### src/logic/video_params.svh
// -------------------------------------
// register map and constants of the video path
// included by every block that decodes or sizes bus fields
// -------------------------------------
`ifndef VIDEO_PARAMS_SVH
`define VIDEO_PARAMS_SVH

// bus widths
`define ADDR_W        8
`define DATA_W        16

// word addresses, 0 is an idle bus
`define ADDR_CLXDAT   8'h07     // collision read, clears on read
`define ADDR_DENISEID 8'h3e
`define ADDR_DIWSTRT  8'h47
`define ADDR_DIWSTOP  8'h48
`define ADDR_BPLCON0  8'h80
`define ADDR_BPLCON2  8'h82
`define ADDR_BPL1DAT  8'h88     // written last, starts the shifters
`define ADDR_BPL2DAT  8'h89
`define ADDR_BPL3DAT  8'h8a
`define ADDR_BPL4DAT  8'h8b
`define ADDR_SPR0POS  8'ha0
`define ADDR_SPR0DATA 8'ha2
`define ADDR_SPR0DATB 8'ha3
`define ADDR_COLOR00  8'hc0     // 16 entries, up to 8'hcf

// field widths and bit positions
`define HPOS_W        9
`define HPOS_START    9'd2      // beam value after strhor
`define NUM_PLANES    4
`define NUM_COLORS    16
`define BPU_LSB       12        // bplcon0[14:12]
`define BPU_W         3
`define PF_PRI_BIT    6         // bplcon2, playfield in front

// reset and fixed values
`define BPU_RESET     3'd0
`define DIW_RESET     9'h000
`define DENISE_ID     16'hffff

`endif

### src/logic/video_pkg.sv
// -------------------------------------
// types shared by the video path blocks
// register targets, colour word and pixel index types
// -------------------------------------
package video_pkg;

  // decoded register target, one per register group
  typedef enum logic [3:0] {
    REG_NONE    = 4'd0,   // bus idle
    REG_DIWSTRT = 4'd1,
    REG_DIWSTOP = 4'd2,
    REG_BPLCON0 = 4'd3,
    REG_BPLCON2 = 4'd4,
    REG_BPLDAT  = 4'd5,   // sub gives plane number
    REG_SPRPOS  = 4'd6,
    REG_SPRDATA = 4'd7,
    REG_SPRDATB = 4'd8,
    REG_COLOR   = 4'd9,   // sub gives colour number
    REG_CLXDAT  = 4'd10,
    REG_ID      = 4'd11
  } reg_sel_e;

  // 12 bit ocs colour, 4 bits a channel
  typedef struct packed {
    logic [3:0] r;
    logic [3:0] g;
    logic [3:0] b;
  } rgb12_t;

  typedef logic [3:0] plf_index_t;   // one bit per bitplane
  typedef logic [1:0] spr_index_t;   // {datb, data} bit, 0 = transparent

endpackage

### src/logic/reg_bus_if.sv
// -------------------------------------
// decoded register bus and beam position
// driven by display_control, read by the pixel blocks
// -------------------------------------
`include "video_params.svh"

interface reg_bus_if import video_pkg::*; ();

  reg_sel_e             sel;      // decoded target, REG_NONE when idle
  logic [3:0]           sub;      // plane or colour number
  logic [`DATA_W-1:0]   data;     // write data
  logic [`HPOS_W-1:0]   hpos;     // beam counter
  logic                 pix_en;   // pixel enable

  // a write is pix_en high with sel other than REG_NONE, no ack

  modport ctrl (
    output sel, sub, data, hpos, pix_en
  );

  modport unit (
    input sel, sub, data, hpos, pix_en
  );

endinterface

### src/logic/bitplane_shifter.sv
// -------------------------------------
// four bitplane holding registers and shifters
// bpl1dat write reloads all planes, gives a 4 bit playfield index
// -------------------------------------
`include "video_params.svh"

module bitplane_shifter import video_pkg::*; (
  input  logic              clk,
  input  logic              reset,
  reg_bus_if.unit           bus,
  input  logic [`BPU_W-1:0] bpu,         // planes in use, from bplcon0
  output plf_index_t        plf_index
);

  localparam int PLANE_W = $clog2(`NUM_PLANES);

  logic [`DATA_W-1:0] hold  [`NUM_PLANES];   // words waiting for bpl1dat
  logic [`DATA_W-1:0] shift [`NUM_PLANES];   // msb is current pixel
  logic [`BPU_W-1:0]  l_bpu;                 // bpu as of last bpl1dat
  logic               load_pend;             // copy hold into shifters
  logic               bpl_wr;
  logic               bpl1_wr;

  assign bpl_wr  = bus.pix_en && (bus.sel == REG_BPLDAT);
  assign bpl1_wr = bpl_wr && (bus.sub == 4'd0);

  // -------------------------------------
  // holding registers
  // -------------------------------------
  always_ff @(posedge clk) begin
    if (bpl_wr)
      hold[bus.sub[PLANE_W-1:0]] <= bus.data;
  end

  // -------------------------------------
  // shifters, one pixel per enabled cycle
  // -------------------------------------
  always_ff @(posedge clk) begin
    if (reset) begin
      load_pend <= 1'b0;
      l_bpu     <= `BPU_RESET;
      for (int p = 0; p < `NUM_PLANES; p++)
        shift[p] <= '0;                         // empty, index 0
    end else if (bus.pix_en) begin
      load_pend <= bpl1_wr;
      if (bpl1_wr)
        l_bpu <= bpu;
      for (int p = 0; p < `NUM_PLANES; p++) begin
        if (load_pend)
          shift[p] <= hold[p];                  // parallel load
        else
          shift[p] <= {shift[p][`DATA_W-2:0], 1'b0};   // zeros after 16
      end
    end
  end

  // planes at or above bpu read as zero
  always_comb begin
    for (int p = 0; p < `NUM_PLANES; p++)
      plf_index[p] = shift[p][`DATA_W-1] && (p < l_bpu);
  end

  // bplcon0 never asks for more planes than the shifter holds
  a_bpu_range: assert property (@(posedge clk) disable iff (reset)
    bpl1_wr |-> bpu <= `NUM_PLANES);

endmodule

### src/logic/display_control.sv
// -------------------------------------
// address decode, beam counter and display window
// holds bplcon0/bplcon2 and drives the register bus to the pixel blocks
// -------------------------------------
`include "video_params.svh"

module display_control import video_pkg::*; (
  input  logic               clk,
  input  logic               reset,
  input  logic               clk7_en,
  input  logic               strhor,        // start of line
  input  logic [`ADDR_W-1:0] reg_address,
  input  logic [`DATA_W-1:0] data_in,
  reg_bus_if.ctrl            bus,
  output logic               window,        // inside horizontal window
  output logic               pf_pri,        // playfield over sprite
  output logic [`BPU_W-1:0]  bpu,           // planes in use
  output logic [`DATA_W-1:0] id_out
);

  reg_sel_e           sel;
  logic [`ADDR_W-1:0] offs;        // address minus base of its range
  logic [`HPOS_W-1:0] hpos;
  logic [`HPOS_W-1:0] diw_start;
  logic [`HPOS_W-1:0] diw_stop;

  // -------------------------------------
  // address decode
  // -------------------------------------
  always_comb begin
    sel  = REG_NONE;
    offs = '0;
    case (reg_address) inside
      `ADDR_DIWSTRT:  sel = REG_DIWSTRT;
      `ADDR_DIWSTOP:  sel = REG_DIWSTOP;
      `ADDR_BPLCON0:  sel = REG_BPLCON0;
      `ADDR_BPLCON2:  sel = REG_BPLCON2;
      `ADDR_BPL1DAT, `ADDR_BPL2DAT, `ADDR_BPL3DAT, `ADDR_BPL4DAT: begin
        sel  = REG_BPLDAT;
        offs = reg_address - `ADDR_BPL1DAT;   // plane 0..3
      end
      `ADDR_SPR0POS:  sel = REG_SPRPOS;
      `ADDR_SPR0DATA: sel = REG_SPRDATA;
      `ADDR_SPR0DATB: sel = REG_SPRDATB;
      [`ADDR_COLOR00 : `ADDR_COLOR00 + `NUM_COLORS - 1]: begin
        sel  = REG_COLOR;
        offs = reg_address - `ADDR_COLOR00;   // colour 0..15
      end
      `ADDR_CLXDAT:   sel = REG_CLXDAT;
      `ADDR_DENISEID: sel = REG_ID;
      default:        sel = REG_NONE;         // idle or unmapped
    endcase
  end

  assign bus.sel    = sel;
  assign bus.sub    = offs[3:0];
  assign bus.data   = data_in;
  assign bus.hpos   = hpos;
  assign bus.pix_en = clk7_en;

  // beam counter, restarts at 2 like the real chip
  always_ff @(posedge clk) begin
    if (reset) begin
      hpos <= `HPOS_START;
    end else if (clk7_en) begin
      if (strhor)
        hpos <= `HPOS_START;
      else
        hpos <= hpos + 1'b1;
    end
  end

  // -------------------------------------
  // control registers
  // -------------------------------------
  always_ff @(posedge clk) begin
    if (reset) begin
      bpu       <= `BPU_RESET;
      pf_pri    <= 1'b0;
      diw_start <= `DIW_RESET;
      diw_stop  <= `DIW_RESET;
    end else if (clk7_en) begin
      case (sel)
        REG_BPLCON0: bpu       <= data_in[`BPU_LSB +: `BPU_W];
        REG_BPLCON2: pf_pri    <= data_in[`PF_PRI_BIT];
        REG_DIWSTRT: diw_start <= {1'b0, data_in[7:0]};   // h8 is 0
        REG_DIWSTOP: diw_stop  <= {1'b1, data_in[7:0]};   // h8 is 1
        default: ;
      endcase
    end
  end

  // window opens the cycle after start, closes the cycle after stop
  always_ff @(posedge clk) begin
    if (reset) begin
      window <= 1'b0;
    end else if (clk7_en) begin
      if (hpos == diw_stop)
        window <= 1'b0;           // equal limits give an empty window
      else if (hpos == diw_start)
        window <= 1'b1;
    end
  end

  assign id_out = (sel == REG_ID) ? `DENISE_ID : '0;

  // pixel blocks only ever see a known target on an enabled cycle
  a_sel_known: assert property (@(posedge clk) disable iff (reset)
    clk7_en |-> !$isunknown(sel) && (sel <= REG_ID));

endmodule

### src/logic/pixel_compositor.sv
// -------------------------------------
// sprite/playfield priority, colour table and output register
// also the collision latch and the read data mux
// -------------------------------------
`include "video_params.svh"

module pixel_compositor import video_pkg::*; (
  input  logic               clk,
  input  logic               reset,
  input  logic               blank,       // forces black
  reg_bus_if.unit            bus,
  input  logic               window,
  input  logic               pf_pri,      // playfield in front of sprite
  input  plf_index_t         plf_index,
  input  spr_index_t         spr_index,
  input  logic [`DATA_W-1:0] id_out,
  output logic [`DATA_W-1:0] data_out,
  output logic [3:0]         red,
  output logic [3:0]         green,
  output logic [3:0]         blue
);

  // sprite colours 17..19 fold onto 13..15 with one sprite
  localparam plf_index_t SPR_BASE = 4'd12;

  rgb12_t     ctab [`NUM_COLORS];   // colour table
  rgb12_t     rgb_q;                // registered output pixel
  plf_index_t col_num;
  logic       spr_front;            // sprite wins this pixel
  logic       overlap;
  logic       clx;                  // sprite 0 hit playfield
  logic       clx_rd;

  // -------------------------------------
  // colour table
  // -------------------------------------
  always_ff @(posedge clk) begin
    if (bus.pix_en && (bus.sel == REG_COLOR))
      ctab[bus.sub] <= rgb12_t'(bus.data[11:0]);
  end

  // -------------------------------------
  // priority and lookup
  // -------------------------------------
  assign spr_front = (spr_index != 2'd0) && (!pf_pri || (plf_index == 4'd0));

  always_comb begin
    if (!window)
      col_num = 4'd0;
    else if (spr_front)
      col_num = SPR_BASE + {2'b00, spr_index};
    else
      col_num = plf_index;
  end

  // border is black, blank wins in the same stage
  always_ff @(posedge clk) begin
    if (reset) begin
      rgb_q <= '0;
    end else if (bus.pix_en) begin
      if (blank || !window)
        rgb_q <= '0;
      else
        rgb_q <= ctab[col_num];
    end
  end

  assign red   = rgb_q.r;
  assign green = rgb_q.g;
  assign blue  = rgb_q.b;

  // -------------------------------------
  // collision and read back
  // -------------------------------------
  assign overlap = window && (spr_index != 2'd0) && (plf_index != 4'd0);
  assign clx_rd  = (bus.sel == REG_CLXDAT);

  always_ff @(posedge clk) begin
    if (reset) begin
      clx <= 1'b0;
    end else if (bus.pix_en) begin
      if (overlap)
        clx <= 1'b1;          // new hit beats the clear
      else if (clx_rd)
        clx <= 1'b0;          // clear on read
    end
  end

  assign data_out = (clx_rd ? {{(`DATA_W-1){1'b0}}, clx} : '0) | id_out;

  // blank on an enabled cycle shows as black one edge later
  a_blank_black: assert property (@(posedge clk) disable iff (reset)
    blank && bus.pix_en |=> rgb_q == '0);

endmodule

### src/logic/sprite_shifter.sv
// -------------------------------------
// single 16 pixel sprite, two bits a pixel
// armed by spr0data, started when the beam hits spr0pos
// -------------------------------------
`include "video_params.svh"

module sprite_shifter import video_pkg::*; (
  input  logic    clk,
  input  logic    reset,
  reg_bus_if.unit bus,
  output spr_index_t spr_index
);

  logic [`HPOS_W-1:0] spr_pos;    // horizontal start
  logic [`DATA_W-1:0] data_a;     // low index bit
  logic [`DATA_W-1:0] data_b;     // high index bit
  logic [`DATA_W-1:0] shift_a;
  logic [`DATA_W-1:0] shift_b;
  logic               armed;
  logic               hit;        // beam at start while armed

  assign hit = armed && (bus.hpos == spr_pos);

  // -------------------------------------
  // position and data words
  // -------------------------------------
  always_ff @(posedge clk) begin
    if (bus.pix_en) begin
      case (bus.sel)
        REG_SPRPOS:  spr_pos <= bus.data[`HPOS_W-1:0];
        REG_SPRDATA: data_a  <= bus.data;
        REG_SPRDATB: data_b  <= bus.data;
        default: ;
      endcase
    end
  end

  // data write arms, position write disarms
  always_ff @(posedge clk) begin
    if (reset) begin
      armed <= 1'b0;
    end else if (bus.pix_en) begin
      if (bus.sel == REG_SPRPOS)
        armed <= 1'b0;
      else if (bus.sel == REG_SPRDATA)
        armed <= 1'b1;
    end
  end

  // -------------------------------------
  // shifters
  // -------------------------------------
  // pixel 0 goes out straight from the data words on the hit cycle,
  // the shifters pick up from pixel 1
  always_ff @(posedge clk) begin
    if (reset) begin
      shift_a <= '0;
      shift_b <= '0;
    end else if (bus.pix_en) begin
      if (hit) begin
        shift_a <= {data_a[`DATA_W-2:0], 1'b0};
        shift_b <= {data_b[`DATA_W-2:0], 1'b0};
      end else begin
        shift_a <= {shift_a[`DATA_W-2:0], 1'b0};   // drains to transparent
        shift_b <= {shift_b[`DATA_W-2:0], 1'b0};
      end
    end
  end

  assign spr_index = hit ? {data_b[`DATA_W-1], data_a[`DATA_W-1]}
                         : {shift_b[`DATA_W-1], shift_a[`DATA_W-1]};

endmodule

### src/logic/video_top.sv
// -------------------------------------
// top of the video path
// register bus in, 12 bit rgb out, blocks joined by reg_bus_if
// -------------------------------------
`include "video_params.svh"

module video_top import video_pkg::*; (
  input  logic               clk,
  input  logic               reset,
  input  logic               clk7_en,      // pixel enable
  input  logic               strhor,       // line start strobe
  input  logic               blank,
  input  logic [`ADDR_W-1:0] reg_address,  // word address, 0 = idle
  input  logic [`DATA_W-1:0] data_in,
  output logic [`DATA_W-1:0] data_out,
  output logic [3:0]         red,
  output logic [3:0]         green,
  output logic [3:0]         blue
);

  logic               window;
  logic               pf_pri;
  logic [`BPU_W-1:0]  bpu;
  logic [`DATA_W-1:0] id_out;
  plf_index_t         plf_index;
  spr_index_t         spr_index;

  reg_bus_if bus ();

  display_control display_control_inst (
    .clk         (clk),
    .reset       (reset),
    .clk7_en     (clk7_en),
    .strhor      (strhor),
    .reg_address (reg_address),
    .data_in     (data_in),
    .bus         (bus.ctrl),
    .window      (window),
    .pf_pri      (pf_pri),
    .bpu         (bpu),
    .id_out      (id_out)
  );

  bitplane_shifter bitplane_shifter_inst (
    .clk       (clk),
    .reset     (reset),
    .bus       (bus.unit),
    .bpu       (bpu),
    .plf_index (plf_index)
  );

  sprite_shifter sprite_shifter_inst (
    .clk       (clk),
    .reset     (reset),
    .bus       (bus.unit),
    .spr_index (spr_index)
  );

  pixel_compositor pixel_compositor_inst (
    .clk       (clk),
    .reset     (reset),
    .blank     (blank),
    .bus       (bus.unit),
    .window    (window),
    .pf_pri    (pf_pri),
    .plf_index (plf_index),
    .spr_index (spr_index),
    .id_out    (id_out),
    .data_out  (data_out),
    .red       (red),
    .green     (green),
    .blue      (blue)
  );

endmodule

### config.mk
export PLATFORM = sky130hd
export DESIGN_NAME = video_top
export DESIGN_NICKNAME = d
export VERILOG_FILES = /design/src/logic/video_pkg.sv /design/src/logic/reg_bus_if.sv /design/src/logic/bitplane_shifter.sv /design/src/logic/display_control.sv /design/src/logic/pixel_compositor.sv /design/src/logic/sprite_shifter.sv /design/src/logic/video_top.sv
export VERILOG_INCLUDE_DIRS = /design/src /design/src/logic
export SDC_FILE = /design/constraint.sdc
export NUM_CORES = 1
export LEC_CHECK = 0
export BUFFER_PORTS_ARGS = -buffer_cell sky130_fd_sc_hd__buf_2
export CAP_MARGIN = 40
export CORE_MARGIN = 5
export CORE_UTILIZATION = 50
export DETAILED_ROUTE_END_ITERATION = 10
export GPL_TIMING_DRIVEN = 0
export PLACE_DENSITY = 0.65
export SLEW_MARGIN = 20
export SYNTH_ARGS = -nofsm -noshare
export SYNTH_HDL_FRONTEND = slang
export SYNTH_SLANG_ARGS = --single-unit
### constraint.sdc
create_clock -name clk -period 3 [get_ports clk]
set_input_delay 0.3 -clock clk [delete_from_list [all_inputs] [get_ports clk]]
set_output_delay 0.3 -clock clk [all_outputs]
set_load 0.05 [all_outputs]
==> results.json <==
{
  "skew_ns": 0.01717,
  "synth-xor-area-share": 0.02019,
  "clk_latency_ns": 0.56,
  "p_comb_frac": 0.026,
  "crit_fanout": 10,
  "netlist_area_um2": 17720,
  "synth.area.top_cells": "edfxtp_1, dfxtp_1, mux2i_1, nand3_1, nor2_1",
  "dieArea_um2": 39320,
  "post-route-util": 0.5845,
  "yosys_warnings": 0,
  "cts_sinks": 440,
  "crit_path_top_delay_cell": "or4b_4",
  "cp-endpoint": "pixel_compositor_inst.green[2]",
  "ant_nets": 0,
  "startpoint_type": "flop",
  "clk_pin_slew_worst_paths_ns": 0.06,
  "layout_commonest_cell": "edfxtp_1",
  "endpoint_kind": "flop",
  "yosys.area.top_type": "edfxtp_1",
  "pwr-share-clk": 0.429,
  "outcome": "finished clean",
  "track_usage": 0.2093,
  "switching_share": 0.2057,
  "critical-path-max-stage-delay_ns": 0.57,
  "cts_buffers": 45,
  "holdCritStartpoint": "data_in[15]",
  "seq_area_um2": 12420,
  "num_rows": 69,
  "async_reset_ff_frac": 0,
  "vdd_ir_drop_max_uv": 448.1,
  "io_pins": 57,
  "core_um2": 35310,
  "fill_cells": 2679,
  "r2r-end": "pixel_compositor_inst.green[2]",
  "wl_per_cell_um": 21.67,
  "hold_viol_final": 0,
  "cap_violations": 0,
  "cp_num_cells": 11,
  "cp_num_buf_inv": 3,
  "synthCells": 1280,
  "fin_crit_sh": 0.9856,
  "synth_compound_area_frac": 0.06523,
  "port_buffers": 53,
  "via_count": 10859,
  "ys_seq_elements": 440,
  "cts_tree": "built",
  "period_needed_ns": 2.957,
  "cts_root_buf": "clkbuf_16",
  "drt_first_pass_iters": 5,
  "fmax_mhz": 338.2,
  "synth_edf_count": 361,
  "htree_levels": 2,
  "drc": 0,
  "num_antenna_cells": 0,
  "path_cells": "buf_4 -> xnor2_4 -> nand4_1 -> buf_4 -> or4b_4 -> a32o_2 -> and3_1 -> buf_2 -> a31oi_1 -> nand4_1 -> o211ai_1",
  "grt_pass1_wl_um": 63100,
  "pwr-share-seq": 0.545,
  "grt_setup_unrepaired": "true",
  "dp_hpwl_um": 25480,
  "antenna_found_initial": 0,
  "r2r-start": "display_control_inst.bus.hpos[2]",
  "reg2reg_slack_ns": 0.04,
  "hold_class": "input pin to flop",
  "crit_path_start": "display_control_inst.bus.hpos[2]",
  "crit_type": "flop to flop",
  "gr-total-overflow": 0,
  "critPathTopFamily": "simple AND/OR/NAND/NOR gates",
  "drive_above_1_share": 0.1964,
  "synth.top_cell.area_share": 0.6116,
  "p_switching_mw": 2.523,
  "synth_fa_ha_area_frac": 0.0007059,
  "syn2layout_area_growth_pct": 16.45,
  "synth_mux_area_frac": 0.08210,
  "p_leak_nw": 7.099,
  "die_w_um": 198.3,
  "routed_wirelength_um": 41330,
  "nets": 1442,
  "initial_core_util": 0.5020,
  "maxSlewViolCount": 0,
  "synthDistinctLibCells": 60,
  "internal-power_mw": 9.746,
  "postLayoutSetupSlackWorst_ns": 0.04320,
  "clock_path_buffers": 3,
  "post-place-ws_ns": -0.3250,
  "worst_slew_pin_slew_ns": 0.8347,
  "fin_total_pwr_mw": 12.27,
  "final_cell_mix": "edfxtp_1, mux2i_1, nor2_1, nand3_1, o21ai_0",
  "seq_area_frac_synth": 0.7008,
  "vias_per_cell": 5.694,
  "setup_viol": 0,
  "synth_nets": 1310,
  "gp_congestion": 0.8127,
  "die_y_um": 198.3,
  "dr.first_iter.drc_count": 983,
  "grt_max_degree": 45,
  "yosys.area_share.simple": 0.1032,
  "slew_headroom": 0.4435,
  "synth_top_family_by_area": "simple AND/OR/NAND/NOR gates",
  "p_per_area_nw_per_um2": 594.5,
  "multiInputGateArea_um2": 5109,
  "crit_required_ns": 3.47,
  "first_global_vias": 10750,
  "ff2ff_path_depth": 11,
  "cp.arrival_ns": 3.43,
  "ys.flop_type": "edfxtp_1",
  "syn_area_per_cell_um2": 13.85
}
## layer usage
layer / track usage / vias to the layer above / part of all wire
met3: 0.03029 / 61 / 0.058
met2: 0.3412 / 362 / 0.48
met4: 0.04285 / 0 / 0.016
met1: 0.3042 / 5377 / 0.45
li1: - / 5059 / -
met5: 0 / - / 0
## synthesized netlist by cell type, drive strengths merged, types with 11 or more instances
cell type	count
edfxtp	361
nand3	99
clkbuf	46
mux2i	133
a221o	12
a31oi	14
and3	20
a211oi	15
dfxtp	79
o21ai	99
xnor2	26
mux2	11
nor2	127
nand2	60
nand4	21
buf	46
o211ai	11
## cells by family after synthesis
group,after synthesis
flip-flops,440
buffers and inverters,102
adder cells (fa/ha/maj),1
XOR/XNOR,34
multiplexers,144
AO/OA/AOI/OAI,180
AND/OR/NAND/NOR,379
## repair_timing
| item | CTS | global route |
|---|---|---|
| pin swaps | 8 | 18 |
| resized for setup | 30 | 67 |
| hold buffers | 0 | 0 |
| buffers inserted | 8 | 10 |
| setup endpoints to repair | 12 | 28 |
## layout make-up
class | count | area share
clock buffers | 61 | 0.06038
multi-input cells | 738 | 0.2475
plain buffers | 91 | 0.02564
inverters | 10 | 0.002122
flip-flops and latches | 440 | 0.6020
repair buffers | 86 | 0.02734
well taps | 461 | 0.02795
clock inverters | 20 | 0.007093
## per-stage QoR
step / hold slack (ns) / instances / instance area, um^2 / TNS [ns]
2_1_floorplan: 0.3989 / 1280 / 17720 / -0.3363
3_3_place_gp: 0.4362 / 1794 / 18570 / -123.20
3_5_place_dp: 0.4403 / 1809 / 18770 / -18.33
4_1_cts: 0.07520 / 1898 / 20360 / 0
5_1_grt: 0.09387 / 1907 / 20640 / -0.4833
6_report: 0.1043 / 1907 / 20640 / 0
## worst reg2reg max path, delay by kind of cell, from the launching register on
kind            cells  cell delay, ns
xor+xnor            1            0.19
flops               1            0.29
simple gates        4            1.10
compound gates      3            0.75
buf+inv             3            0.55
## worst min path at each step
stage                                                    to  slack (ns)  depth (start not counted)
after global placement       sprite_shifter_inst.shift_a[1]        0.44                          2
after floorplan            bitplane_shifter_inst.hold[0][0]        0.40                          0
final                        sprite_shifter_inst.data_b[15]        0.10                          1
after CTS                 bitplane_shifter_inst.hold[1][15]        0.08                          1
after detailed placement     sprite_shifter_inst.shift_a[1]        0.44                          2
after global routing      bitplane_shifter_inst.hold[1][14]        0.09                          1
## registers in the layout, indices dropped and copies added (netlist names)
register / count
sprite_shifter_inst.data_b: 16
display_control_inst.bus.hpos: 9
sprite_shifter_inst.shift_a: 15
display_control_inst.diw_start: 8
display_control_inst.window: 1
display_control_inst.bpu: 3
bitplane_shifter_inst.load_pend: 1
sprite_shifter_inst.shift_b: 15
sprite_shifter_inst.armed: 1
sprite_shifter_inst.spr_pos: 9
display_control_inst.diw_stop: 9
pixel_compositor_inst.ctab: 192
pixel_compositor_inst.blue: 4
sprite_shifter_inst.data_a: 16
bitplane_shifter_inst.shift: 64
pixel_compositor_inst.green: 4
pixel_compositor_inst.clx: 1
bitplane_shifter_inst.l_bpu: 3
bitplane_shifter_inst.hold: 64
pixel_compositor_inst.red: 4
display_control_inst.pf_pri: 1
## power by group through the flow
stage / registers [mW] / logic, mW / clock network [mW]
after floorplan: 6.81 / 0.137 / 0
final: 6.69 / 0.321 / 5.26
after detailed placement: 6.82 / 0.319 / 0
after global routing: 6.69 / 0.350 / 5.60
after CTS: 6.69 / 0.322 / 5.32
after global placement: 6.82 / 0.305 / 0
Note: power is estimated with default switching activity, not from simulation.
